[config.mk]
export PLATFORM = sky130hd
export DESIGN_NAME = sd_phy_layer
export DESIGN_NICKNAME = d
export VERILOG_FILES = /design/src/logic/sd_phy_pkg.sv /design/src/logic/sd_crc7.sv /design/src/logic/sd_crc16.sv /design/src/logic/sd_cmd_engine.sv /design/src/logic/sd_word_unpack.sv /design/src/logic/sd_dat4_tx.sv /design/src/logic/sd_phy_layer.sv
export SDC_FILE = /design/constraint.sdc
export NUM_CORES = 1
export LEC_CHECK = 0
export ABC_CLOCK_PERIOD_IN_PS = 5000
export BUFFER_PORTS_ARGS = -buffer_cell sky130_fd_sc_hd__buf_2
export CORE_MARGIN = 2
export CORE_UTILIZATION = 61
export DETAILED_ROUTE_END_ITERATION = 8
export PLACE_DENSITY = 0.91
export SETUP_SLACK_MARGIN = 0.15
export SLEW_MARGIN = 20
export SYNTH_ARGS = -nofsm -noshare
export SYNTH_HDL_FRONTEND = slang
export SYNTH_SLANG_ARGS = --single-unit
export TNS_END_PERCENT = 30
[constraint.sdc]
create_clock -name i_sd_clk -period 5 [get_ports i_sd_clk]
set_input_delay 0.25 -clock i_sd_clk [delete_from_list [all_inputs] [get_ports i_sd_clk]]
set_output_delay 0.25 -clock i_sd_clk [all_outputs]
set_load 0.02 [all_outputs]
[src/logic/sd_phy_pkg.sv]
// Shared constants and types for the SD host PHY, imported by every design module
`default_nettype none

package sd_phy_pkg;

  // Command frame layout
  localparam logic [7:0] CMD_FRAME_BITS = 8'd48;
  // Start, transmission, index and argument
  localparam logic [7:0] CMD_HEAD_BITS  = 8'd40;

  // Response frames
  localparam logic [7:0] RSP_SHORT_BITS    = 8'd48;
  localparam logic [7:0] RSP_LONG_BITS     = 8'd136;
  // Long response header is not covered by CRC7
  localparam logic [7:0] RSP_LONG_HDR_BITS = 8'd8;
  // CRC7 plus end bit at the tail of every response
  localparam logic [7:0] RSP_TAIL_BITS     = 8'd8;
  // Max cycles to wait for a response start bit
  localparam logic [7:0] RSP_TIMEOUT       = 8'd64;

  // Per-lane CRC length on DAT
  localparam logic [4:0] DAT_CRC_BITS = 5'd16;

  // x^7 + x^3 + 1
  localparam logic [6:0]  CRC7_POLY  = 7'h09;
  // x^16 + x^12 + x^5 + 1
  localparam logic [15:0] CRC16_POLY = 16'h1021;

  typedef enum logic [1:0] {
    RSP_NONE  = 2'd0,
    RSP_SHORT = 2'd1,
    RSP_LONG  = 2'd2
  } rsp_kind_t;

  // Command request from the host, 40 bits
  typedef struct packed {
    logic [5:0]  index;
    logic [31:0] arg;
    rsp_kind_t   rsp_kind;
  } sd_cmd_req_t;

  // One byte of the write block plus end marker
  typedef struct packed {
    logic [7:0] data;
    logic       last;
  } sd_byte_t;

endpackage

`default_nettype wire

[src/logic/sd_crc7.sv]
// Bit-serial CRC7 for SD command and response frames, fed one bit per enabled cycle
`timescale 1ns/1ps
`default_nettype none

module sd_crc7 import sd_phy_pkg::*; (
  input  wire logic       i_sd_clk,
  input  wire logic       rst,
  input  wire logic       i_clear,
  input  wire logic       i_en,
  input  wire logic       i_bit,
  output logic      [6:0] o_crc
);

  logic fb;

  // MSB-first feedback
  assign fb = i_bit ^ o_crc[6];

  always_ff @(posedge i_sd_clk) begin
    if (rst || i_clear) begin
      o_crc <= '0;
    end else if (i_en) begin
      o_crc <= {o_crc[5:0], 1'b0} ^ (fb ? CRC7_POLY : 7'h00);
    end
  end

endmodule

`default_nettype wire

[src/logic/sd_crc16.sv]
// Bit-serial CCITT CRC16 for one DAT lane, one instance per lane in the data transmitter
`timescale 1ns/1ps
`default_nettype none

module sd_crc16 import sd_phy_pkg::*; (
  input  wire logic        i_sd_clk,
  input  wire logic        rst,
  input  wire logic        i_clear,
  input  wire logic        i_en,
  input  wire logic        i_bit,
  output logic      [15:0] o_crc
);

  logic fb;

  // MSB-first feedback
  assign fb = i_bit ^ o_crc[15];

  always_ff @(posedge i_sd_clk) begin
    if (rst || i_clear) begin
      o_crc <= '0;
    end else if (i_en) begin
      o_crc <= {o_crc[14:0], 1'b0} ^ (fb ? CRC16_POLY : 16'h0000);
    end
  end

endmodule

`default_nettype wire

[src/logic/sd_cmd_engine.sv]
// CMD line engine: sends a command frame with CRC7, then captures and checks the response
`timescale 1ns/1ps
`default_nettype none

module sd_cmd_engine import sd_phy_pkg::*; (
  input  wire logic          i_sd_clk,
  input  wire logic          rst,
  input  wire logic          i_cmd_stb,
  input  wire sd_cmd_req_t   i_cmd,
  input  wire logic          i_sd_cmd,
  output logic               o_sd_cmd,
  output logic               o_sd_cmd_oe,
  output logic               o_rsp_done,
  output logic     [135:0]   o_rsp,
  output logic               o_rsp_crc_err,
  output logic               o_rsp_timeout
);

  typedef enum logic [2:0] {
    ST_IDLE, ST_SEND, ST_SEND_CRC, ST_WAIT, ST_RECV, ST_CHECK
  } cmd_state_t;

  cmd_state_t  state;
  logic [7:0]  cnt;
  logic [38:0] tx_sr;
  rsp_kind_t   rsp_kind;
  logic [7:0]  rsp_len;
  logic [7:0]  crc_first;
  logic        crc_clr;
  logic        crc_en;
  logic        crc_bit;
  logic [6:0]  crc;
  logic        rx_shift;

  assign rsp_len   = (rsp_kind == RSP_LONG) ? RSP_LONG_BITS : RSP_SHORT_BITS;
  assign crc_first = (rsp_kind == RSP_LONG) ? RSP_LONG_HDR_BITS : 8'd0;
  assign crc_clr   = ((state == ST_SEND_CRC) && (cnt == CMD_FRAME_BITS)) ||
                     (state == ST_CHECK);
  assign rx_shift  = ((state == ST_WAIT) && !i_sd_cmd) || (state == ST_RECV) ||
                     (state == ST_CHECK);

  // CRC sees the bit going out now, or the bit sampled now
  always_comb begin
    crc_en  = 1'b0;
    crc_bit = 1'b0;
    case (state)
      ST_IDLE: crc_en = i_cmd_stb;
      ST_SEND: begin
        crc_en  = 1'b1;
        crc_bit = tx_sr[38];
      end
      ST_WAIT: begin
        // Start bit only counts for short frames
        crc_en  = !i_sd_cmd && (rsp_kind != RSP_LONG);
        crc_bit = i_sd_cmd;
      end
      ST_RECV: begin
        crc_en  = (cnt >= crc_first) && (cnt < rsp_len - RSP_TAIL_BITS);
        crc_bit = i_sd_cmd;
      end
      default: ;
    endcase
  end

  sd_crc7 u_crc7 (
    .i_sd_clk (i_sd_clk),
    .rst      (rst),
    .i_clear  (crc_clr),
    .i_en     (crc_en),
    .i_bit    (crc_bit),
    .o_crc    (crc)
  );

  always_ff @(posedge i_sd_clk) begin
    if (rst) begin
      state         <= ST_IDLE;
      cnt           <= '0;
      tx_sr         <= '0;
      rsp_kind      <= RSP_NONE;
      o_sd_cmd      <= 1'b1;
      o_sd_cmd_oe   <= 1'b0;
      o_rsp_done    <= 1'b0;
      o_rsp_crc_err <= 1'b0;
      o_rsp_timeout <= 1'b0;
    end else begin
      o_rsp_done <= 1'b0;
      case (state)
        ST_IDLE: begin
          if (i_cmd_stb) begin
            // Start bit goes out right away
            o_sd_cmd      <= 1'b0;
            o_sd_cmd_oe   <= 1'b1;
            tx_sr         <= {1'b1, i_cmd.index, i_cmd.arg};
            rsp_kind      <= i_cmd.rsp_kind;
            cnt           <= 8'd1;
            o_rsp_crc_err <= 1'b0;
            o_rsp_timeout <= 1'b0;
            state         <= ST_SEND;
          end
        end
        ST_SEND: begin
          o_sd_cmd <= tx_sr[38];
          tx_sr    <= {tx_sr[37:0], 1'b0};
          cnt      <= cnt + 8'd1;
          if (cnt == CMD_HEAD_BITS - 8'd1) begin
            state <= ST_SEND_CRC;
          end
        end
        ST_SEND_CRC: begin
          cnt <= cnt + 8'd1;
          if (cnt == CMD_HEAD_BITS) begin
            // CRC is final now, queue its tail and the end bit
            o_sd_cmd <= crc[6];
            tx_sr    <= {crc[5:0], 1'b1, 32'd0};
          end else if (cnt < CMD_FRAME_BITS) begin
            o_sd_cmd <= tx_sr[38];
            tx_sr    <= {tx_sr[37:0], 1'b0};
          end else begin
            o_sd_cmd    <= 1'b1;
            o_sd_cmd_oe <= 1'b0;
            cnt         <= '0;
            if (rsp_kind == RSP_NONE) begin
              o_rsp_done <= 1'b1;
              state      <= ST_IDLE;
            end else begin
              state <= ST_WAIT;
            end
          end
        end
        ST_WAIT: begin
          if (!i_sd_cmd) begin
            cnt   <= 8'd1;
            state <= ST_RECV;
          end else if (cnt == RSP_TIMEOUT - 8'd1) begin
            o_rsp_timeout <= 1'b1;
            o_rsp_done    <= 1'b1;
            state         <= ST_IDLE;
          end else begin
            cnt <= cnt + 8'd1;
          end
        end
        ST_RECV: begin
          cnt <= cnt + 8'd1;
          // Bit 1 sampled here, end bit comes next
          if (cnt == rsp_len - 8'd2) begin
            state <= ST_CHECK;
          end
        end
        ST_CHECK: begin
          // Bits 7..1 sit at the bottom of the shift register
          o_rsp_crc_err <= (o_rsp[6:0] != crc);
          o_rsp_done    <= 1'b1;
          state         <= ST_IDLE;
        end
        default: state <= ST_IDLE;
      endcase
    end
  end

  // Response shifts in from the LSB, so it ends right-aligned
  always_ff @(posedge i_sd_clk) begin
    if ((state == ST_IDLE) && i_cmd_stb) begin
      o_rsp <= '0;
    end else if (rx_shift) begin
      o_rsp <= {o_rsp[134:0], i_sd_cmd};
    end
  end

endmodule

`default_nettype wire

[src/logic/sd_word_unpack.sv]
// First write stage: pops 32-bit words from the host FIFO and hands out bytes, MSB first
`timescale 1ns/1ps
`default_nettype none

module sd_word_unpack import sd_phy_pkg::*; (
  input  wire logic        i_sd_clk,
  input  wire logic        rst,
  input  wire logic        i_data_stb,
  input  wire logic [11:0] i_data_len,
  input  wire logic        i_h2s_ready,
  input  wire logic [31:0] i_h2s_data,
  input  wire logic        i_byte_req,
  output logic             o_h2s_pop,
  output logic             o_byte_start,
  output sd_byte_t         o_byte
);

  logic        armed;
  logic        active;
  logic [11:0] len_q;
  logic [11:0] blk_len;
  logic        start;
  logic        advance;
  logic [1:0]  idx;
  logic [11:0] rem;
  logic [23:0] word_lo;

  // A strobe with the FIFO already ready starts in the same cycle
  assign blk_len = armed ? len_q : i_data_len;
  assign start   = (armed || (i_data_stb && !active)) && i_h2s_ready;
  assign advance = active && i_byte_req && (rem != 12'd0);

  always_ff @(posedge i_sd_clk) begin
    if (rst) begin
      armed        <= 1'b0;
      active       <= 1'b0;
      len_q        <= '0;
      idx          <= '0;
      rem          <= '0;
      o_h2s_pop    <= 1'b0;
      o_byte_start <= 1'b0;
    end else begin
      o_h2s_pop    <= 1'b0;
      o_byte_start <= 1'b0;
      if (start) begin
        armed        <= 1'b0;
        active       <= 1'b1;
        idx          <= 2'd3;
        rem          <= blk_len - 12'd1;
        o_h2s_pop    <= 1'b1;
        o_byte_start <= 1'b1;
      end else if (i_data_stb && !armed && !active) begin
        // Wait for the FIFO to hold the block
        armed <= 1'b1;
        len_q <= i_data_len;
      end else if (advance) begin
        idx <= idx - 2'd1;
        rem <= rem - 12'd1;
        if (idx == 2'd0) begin
          o_h2s_pop <= 1'b1;
        end
      end else if (active && i_byte_req) begin
        active <= 1'b0;
      end
    end
  end

  // Byte payload
  always_ff @(posedge i_sd_clk) begin
    if (start) begin
      o_byte.data <= i_h2s_data[31:24];
      o_byte.last <= (blk_len == 12'd1);
      word_lo     <= i_h2s_data[23:0];
    end else if (advance) begin
      if (idx == 2'd0) begin
        // FIFO head already moved to the next word
        o_byte.data <= i_h2s_data[31:24];
        word_lo     <= i_h2s_data[23:0];
      end else begin
        o_byte.data <= word_lo[23:16];
        word_lo     <= {word_lo[15:0], 8'h00};
      end
      o_byte.last <= (rem == 12'd1);
    end
  end

endmodule

`default_nettype wire

[src/logic/sd_dat4_tx.sv]
// 4-bit DAT transmitter: frames a write block with start nibble, data, lane CRC16s and end
`timescale 1ns/1ps
`default_nettype none

module sd_dat4_tx import sd_phy_pkg::*; (
  input  wire logic     i_sd_clk,
  input  wire logic     rst,
  input  wire logic     i_byte_start,
  input  wire sd_byte_t i_byte,
  output logic          o_byte_req,
  output logic    [3:0] o_sd_dat,
  output logic          o_sd_dat_oe,
  output logic          o_data_done
);

  typedef enum logic [1:0] {
    DAT_IDLE, DAT_DATA, DAT_CRC, DAT_STOP
  } dat_state_t;

  dat_state_t  state;
  // Low nibble when set
  logic        phase;
  logic [4:0]  cnt;
  logic [3:0]  nib;
  logic        crc_en;
  logic        crc_clr;
  logic [15:0] lane_crc [4];

  assign nib        = phase ? i_byte.data[3:0] : i_byte.data[7:4];
  assign o_byte_req = (state == DAT_DATA) && phase;
  assign crc_en     = (state == DAT_DATA);
  assign crc_clr    = (state == DAT_STOP);

  for (genvar g = 0; g < 4; g++) begin : g_lane
    sd_crc16 u_crc16 (
      .i_sd_clk (i_sd_clk),
      .rst      (rst),
      .i_clear  (crc_clr),
      .i_en     (crc_en),
      .i_bit    (nib[g]),
      .o_crc    (lane_crc[g])
    );
  end

  always_ff @(posedge i_sd_clk) begin
    if (rst) begin
      state       <= DAT_IDLE;
      phase       <= 1'b0;
      cnt         <= '0;
      o_sd_dat    <= 4'hF;
      o_sd_dat_oe <= 1'b0;
      o_data_done <= 1'b0;
    end else begin
      o_data_done <= 1'b0;
      case (state)
        DAT_IDLE: begin
          if (i_byte_start) begin
            o_sd_dat    <= 4'h0;
            o_sd_dat_oe <= 1'b1;
            phase       <= 1'b0;
            state       <= DAT_DATA;
          end
        end
        DAT_DATA: begin
          o_sd_dat <= nib;
          phase    <= ~phase;
          if (phase && i_byte.last) begin
            cnt   <= '0;
            state <= DAT_CRC;
          end
        end
        DAT_CRC: begin
          cnt <= cnt + 5'd1;
          if (cnt == DAT_CRC_BITS) begin
            o_sd_dat <= 4'hF;
            state    <= DAT_STOP;
          end else begin
            // All four lanes shift out MSB first together
            for (int l = 0; l < 4; l++) begin
              o_sd_dat[l] <= lane_crc[l][~cnt[3:0]];
            end
          end
        end
        DAT_STOP: begin
          o_sd_dat_oe <= 1'b0;
          o_data_done <= 1'b1;
          state       <= DAT_IDLE;
        end
        default: state <= DAT_IDLE;
      endcase
    end
  end

endmodule

`default_nettype wire

[src/logic/sd_phy_layer.sv]
// Top of the SD host PHY, joining the command engine and the write data pipeline to the pins
`timescale 1ns/1ps
`default_nettype none

module sd_phy_layer import sd_phy_pkg::*; (
  input  wire logic          i_sd_clk,
  input  wire logic          rst,
  input  wire logic          i_cmd_stb,
  input  wire sd_cmd_req_t   i_cmd,
  output logic               o_rsp_done,
  output logic     [135:0]   o_rsp,
  output logic               o_rsp_crc_err,
  output logic               o_rsp_timeout,
  input  wire logic          i_data_stb,
  input  wire logic [11:0]   i_data_len,
  output logic               o_data_done,
  input  wire logic          i_h2s_ready,
  input  wire logic [31:0]   i_h2s_data,
  output logic               o_h2s_pop,
  input  wire logic          i_sd_cmd,
  output logic               o_sd_cmd,
  output logic               o_sd_cmd_oe,
  output logic     [3:0]     o_sd_dat,
  output logic               o_sd_dat_oe
);

  logic     byte_start;
  logic     byte_req;
  sd_byte_t byte_q;

  sd_cmd_engine u_cmd_engine (
    .i_sd_clk      (i_sd_clk),
    .rst           (rst),
    .i_cmd_stb     (i_cmd_stb),
    .i_cmd         (i_cmd),
    .i_sd_cmd      (i_sd_cmd),
    .o_sd_cmd      (o_sd_cmd),
    .o_sd_cmd_oe   (o_sd_cmd_oe),
    .o_rsp_done    (o_rsp_done),
    .o_rsp         (o_rsp),
    .o_rsp_crc_err (o_rsp_crc_err),
    .o_rsp_timeout (o_rsp_timeout)
  );

  sd_word_unpack u_word_unpack (
    .i_sd_clk     (i_sd_clk),
    .rst          (rst),
    .i_data_stb   (i_data_stb),
    .i_data_len   (i_data_len),
    .i_h2s_ready  (i_h2s_ready),
    .i_h2s_data   (i_h2s_data),
    .i_byte_req   (byte_req),
    .o_h2s_pop    (o_h2s_pop),
    .o_byte_start (byte_start),
    .o_byte       (byte_q)
  );

  sd_dat4_tx u_dat4_tx (
    .i_sd_clk     (i_sd_clk),
    .rst          (rst),
    .i_byte_start (byte_start),
    .i_byte       (byte_q),
    .o_byte_req   (byte_req),
    .o_sd_dat     (o_sd_dat),
    .o_sd_dat_oe  (o_sd_dat_oe),
    .o_data_done  (o_data_done)
  );

endmodule

`default_nettype wire

==> impl_metrics.tcl <==
set metrics [dict create \
    status "completed" \
    dp_hpwl_microns 23970 \
    cts_tree "yes" \
    power.density_nw_per_um2 444.7 \
    fill_cells 1616 \
    crit_chain "or3b_1 > o21bai_2 > buf_4 > a221oi_1 > nor3_1" \
    tns_ns 0 \
    slew_viol_final 0 \
    clockBufferDepth 3 \
    cts_buffers 35 \
    fin_nets 1942 \
    dieArea_sq_um 25360 \
    grt_max_degree 118 \
    p_leak_nw 6.700 \
    worstPathRequired_ns 5.42 \
    drv_cap 0 \
    area_growth_pct 17.56 \
    async_reset_ff_share_pct 0 \
    cp-start-kind "flop" \
    crit_slowest_cell "dfxtp_1" \
    synth_area_sq_um 14700 \
    synth_ff_type "dfxtp_1" \
    end_kind "flop" \
    num_vias 12900 \
    drive_above_1_share_pct 20.09 \
    rows 56 \
    ys_ff_latch 341 \
    whs_ns 0.02096 \
    cts_root_buffer "clkbuf_16" \
    timing.final.crit_share_pct 56.43 \
    ant_nets 0 \
    vdd_drop_max_v 0.0003128 \
    cp_max_fo 24 \
    slew_headroom_pct 26.97 \
    drc 0 \
    netlist_top_cells_count "nand2_1 (371), dfxtp_1 (308), a21oi_1 (174)" \
    synth_cells 1651 \
    avgSynthCellArea_sq_um 8.905 \
    gp_congestion 0.9046 \
    fmax_ghz 0.3544 \
    multi_input_area_sq_um 7029 \
    drt_iter0_drc 1283 \
    fin_total_pwr_mw 7.686 \
    synth.area.top_cells "dfxtp_1 (42%), nand2_1 (9.5%), edfxtp_1 (6.7%)" \
    io_buffers 237 \
    worstPathArrival_ns 3.24 \
    track_usage_pct 27.61 \
    grt_pass1_wl_microns 59260 \
    hold_path.class "primary input to flop" \
    final_area_sq_um 17280 \
    io_pins 238 \
    antenna_found_initial 0 \
    fin_worst_skew_ns 0.01820 \
    firstDrtPassIters 5 \
    viasPerCell 5.913 \
    grt_pass1_vias 12170 \
    synth_cell_types 76 \
    rsz0062_at_grt "false" \
    setup-violations-final 0 \
    grt_overflow_total 0 \
    synth_nets 1758 \
    post_cts_resized 0 \
    yosys_warnings 0 \
    clk-insertion-delay-late_ns 0.51 \
    critical_path_class "flop to flop" \
    core_sq_um 23540 \
    fin_crit_ns 2.822 \
    worst_pin_slew_ns 1.081 \
    cts.htree.levels 2 \
    synth.most_common_cell "nand2_1" \
    wire_per_inst_microns 16.92 \
    seq_area_sq_um 7157 \
    cts_sinks 341 \
    initial_core_util_pct 62.45 \
    synth_seq_area_share_pct 48.68 \
    dieWidth_microns 159.3 \
    dpl_cell_area_sq_um 15960 \
    die_h_microns 159.3 \
    synth_top_area_share_pct 41.94 \
    synth_edf_count 33 \
    diodes 0 \
    max_stage_delay_ns 0.81 \
    yosys.area.top_type "dfxtp_1" \
    clkTransAtPathRegs_ns 0.06 \
    wirelength_microns 36910 \
    hold_violations 0 \
]
-- where the power goes --
group / leakage [nW] / internal (mW) / switching [mW]
clock: 0.566 / 1.52 / 1.07
combinational: 3.32 / 0.691 / 1.16
sequential: 2.81 / 3.03 / 0.218
total: 6.70 / 5.24 / 2.45
-- metal layers --
layer  up-vias  GRT usage [%]  share of wire (%)
li1       6119              -                  -
met1      6171          33.59                 40
met2       510          48.04                 50
met3        97          5.757                6.9
met4         0          10.95                3.6
met5         -              0                  0
-- cell usage in the layout (no fill, tap or decap), types with 33 or more instances in the layout --
cell type  count
clkbuf_16     36
mux2i_1       81
nor2_1       138
buf_2        237
a221oi_1      37
a21oi_1      172
nor3_1        55
edfxtp_1      33
nand2_1      371
dfxtp_1      308
-- state kept, by name (all words and copies together), names as in the netlist, 2 cells and up --
| register | cells |
|---|---|
| u_word_unpack.o_byte | 9 |
| u_cmd_engine.cnt | 8 |
| u_cmd_engine.rsp_kind | 2 |
| u_cmd_engine.state | 3 |
| u_word_unpack.len_q | 12 |
| u_word_unpack.word_lo | 24 |
| u_word_unpack.idx | 2 |
| u_dat4_tx.g_lane.u_crc16.o_crc | 64 |
| u_dat4_tx.state | 2 |
| u_dat4_tx.o_sd_dat | 4 |
| u_dat4_tx.cnt | 5 |
| u_cmd_engine.o_rsp | 136 |
| u_cmd_engine.u_crc7.o_crc | 7 |
| u_cmd_engine.tx_sr | 39 |
| u_word_unpack.rem | 12 |
-- layout make-up --
type	count	area share, %
inverters	21	0.4561
flip-flops and latches	341	41.41
clock inverters	17	0.8759
well taps	319	2.309
multi-input cells	1174	40.67
clock buffers	47	5.798
repair buffers	262	8.484
-- critical path: cells and delay by family, from the launching register on --
kind / cells / cell delay, ns
buf+inv: 1 / 0.36
compound gates: 2 / 0.75
flops: 1 / 0.81
simple gates: 2 / 0.81
-- logic make-up (layout without fill, tap and decap cells) --
family	count (synthesis)	in the layout	synth area share [%]
adder cells (fa/ha/maj)	17	17	1.447
AND/OR/NAND/NOR	675	675	20.11
AO/OA/AOI/OAI	319	319	13.53
multiplexers	123	123	9.957
flip-flops	341	341	48.68
XOR/XNOR	40	40	2.383
buffers and inverters	136	347	3.897
-- through the flow --
stage	worst slack, ns	utilization [%]	instances
floorplan	2.288	-	1651
global placement	2.152	67.78	2106
detailed placement	2.051	67.78	2106
CTS	2.043	73.02	2178
global route	1.931	73.42	2181
finish	2.178	73.42	2181
-- final timing paths --
path	startpoint	to	slack, ns	cells after the start
worst max-delay path	u_cmd_engine.state[1]	u_cmd_engine.tx_sr[18]	2.18	5
worst min register to register	u_word_unpack.len_q[11]	u_word_unpack.len_q[11]	0.46	2
worst max register to register	u_cmd_engine.state[1]	u_cmd_engine.tx_sr[18]	2.18	5
worst min-delay path	i_data_len[1]	u_word_unpack.len_q[1]	0.02	3
-- what timing repair did --
action | in CTS | in global routing
buffers inserted | 0 | 0
hold buffers | 8 | 0
endpoints found under the hold margin | 8 | 0
Note: power is estimated with default switching activity, not from simulation.
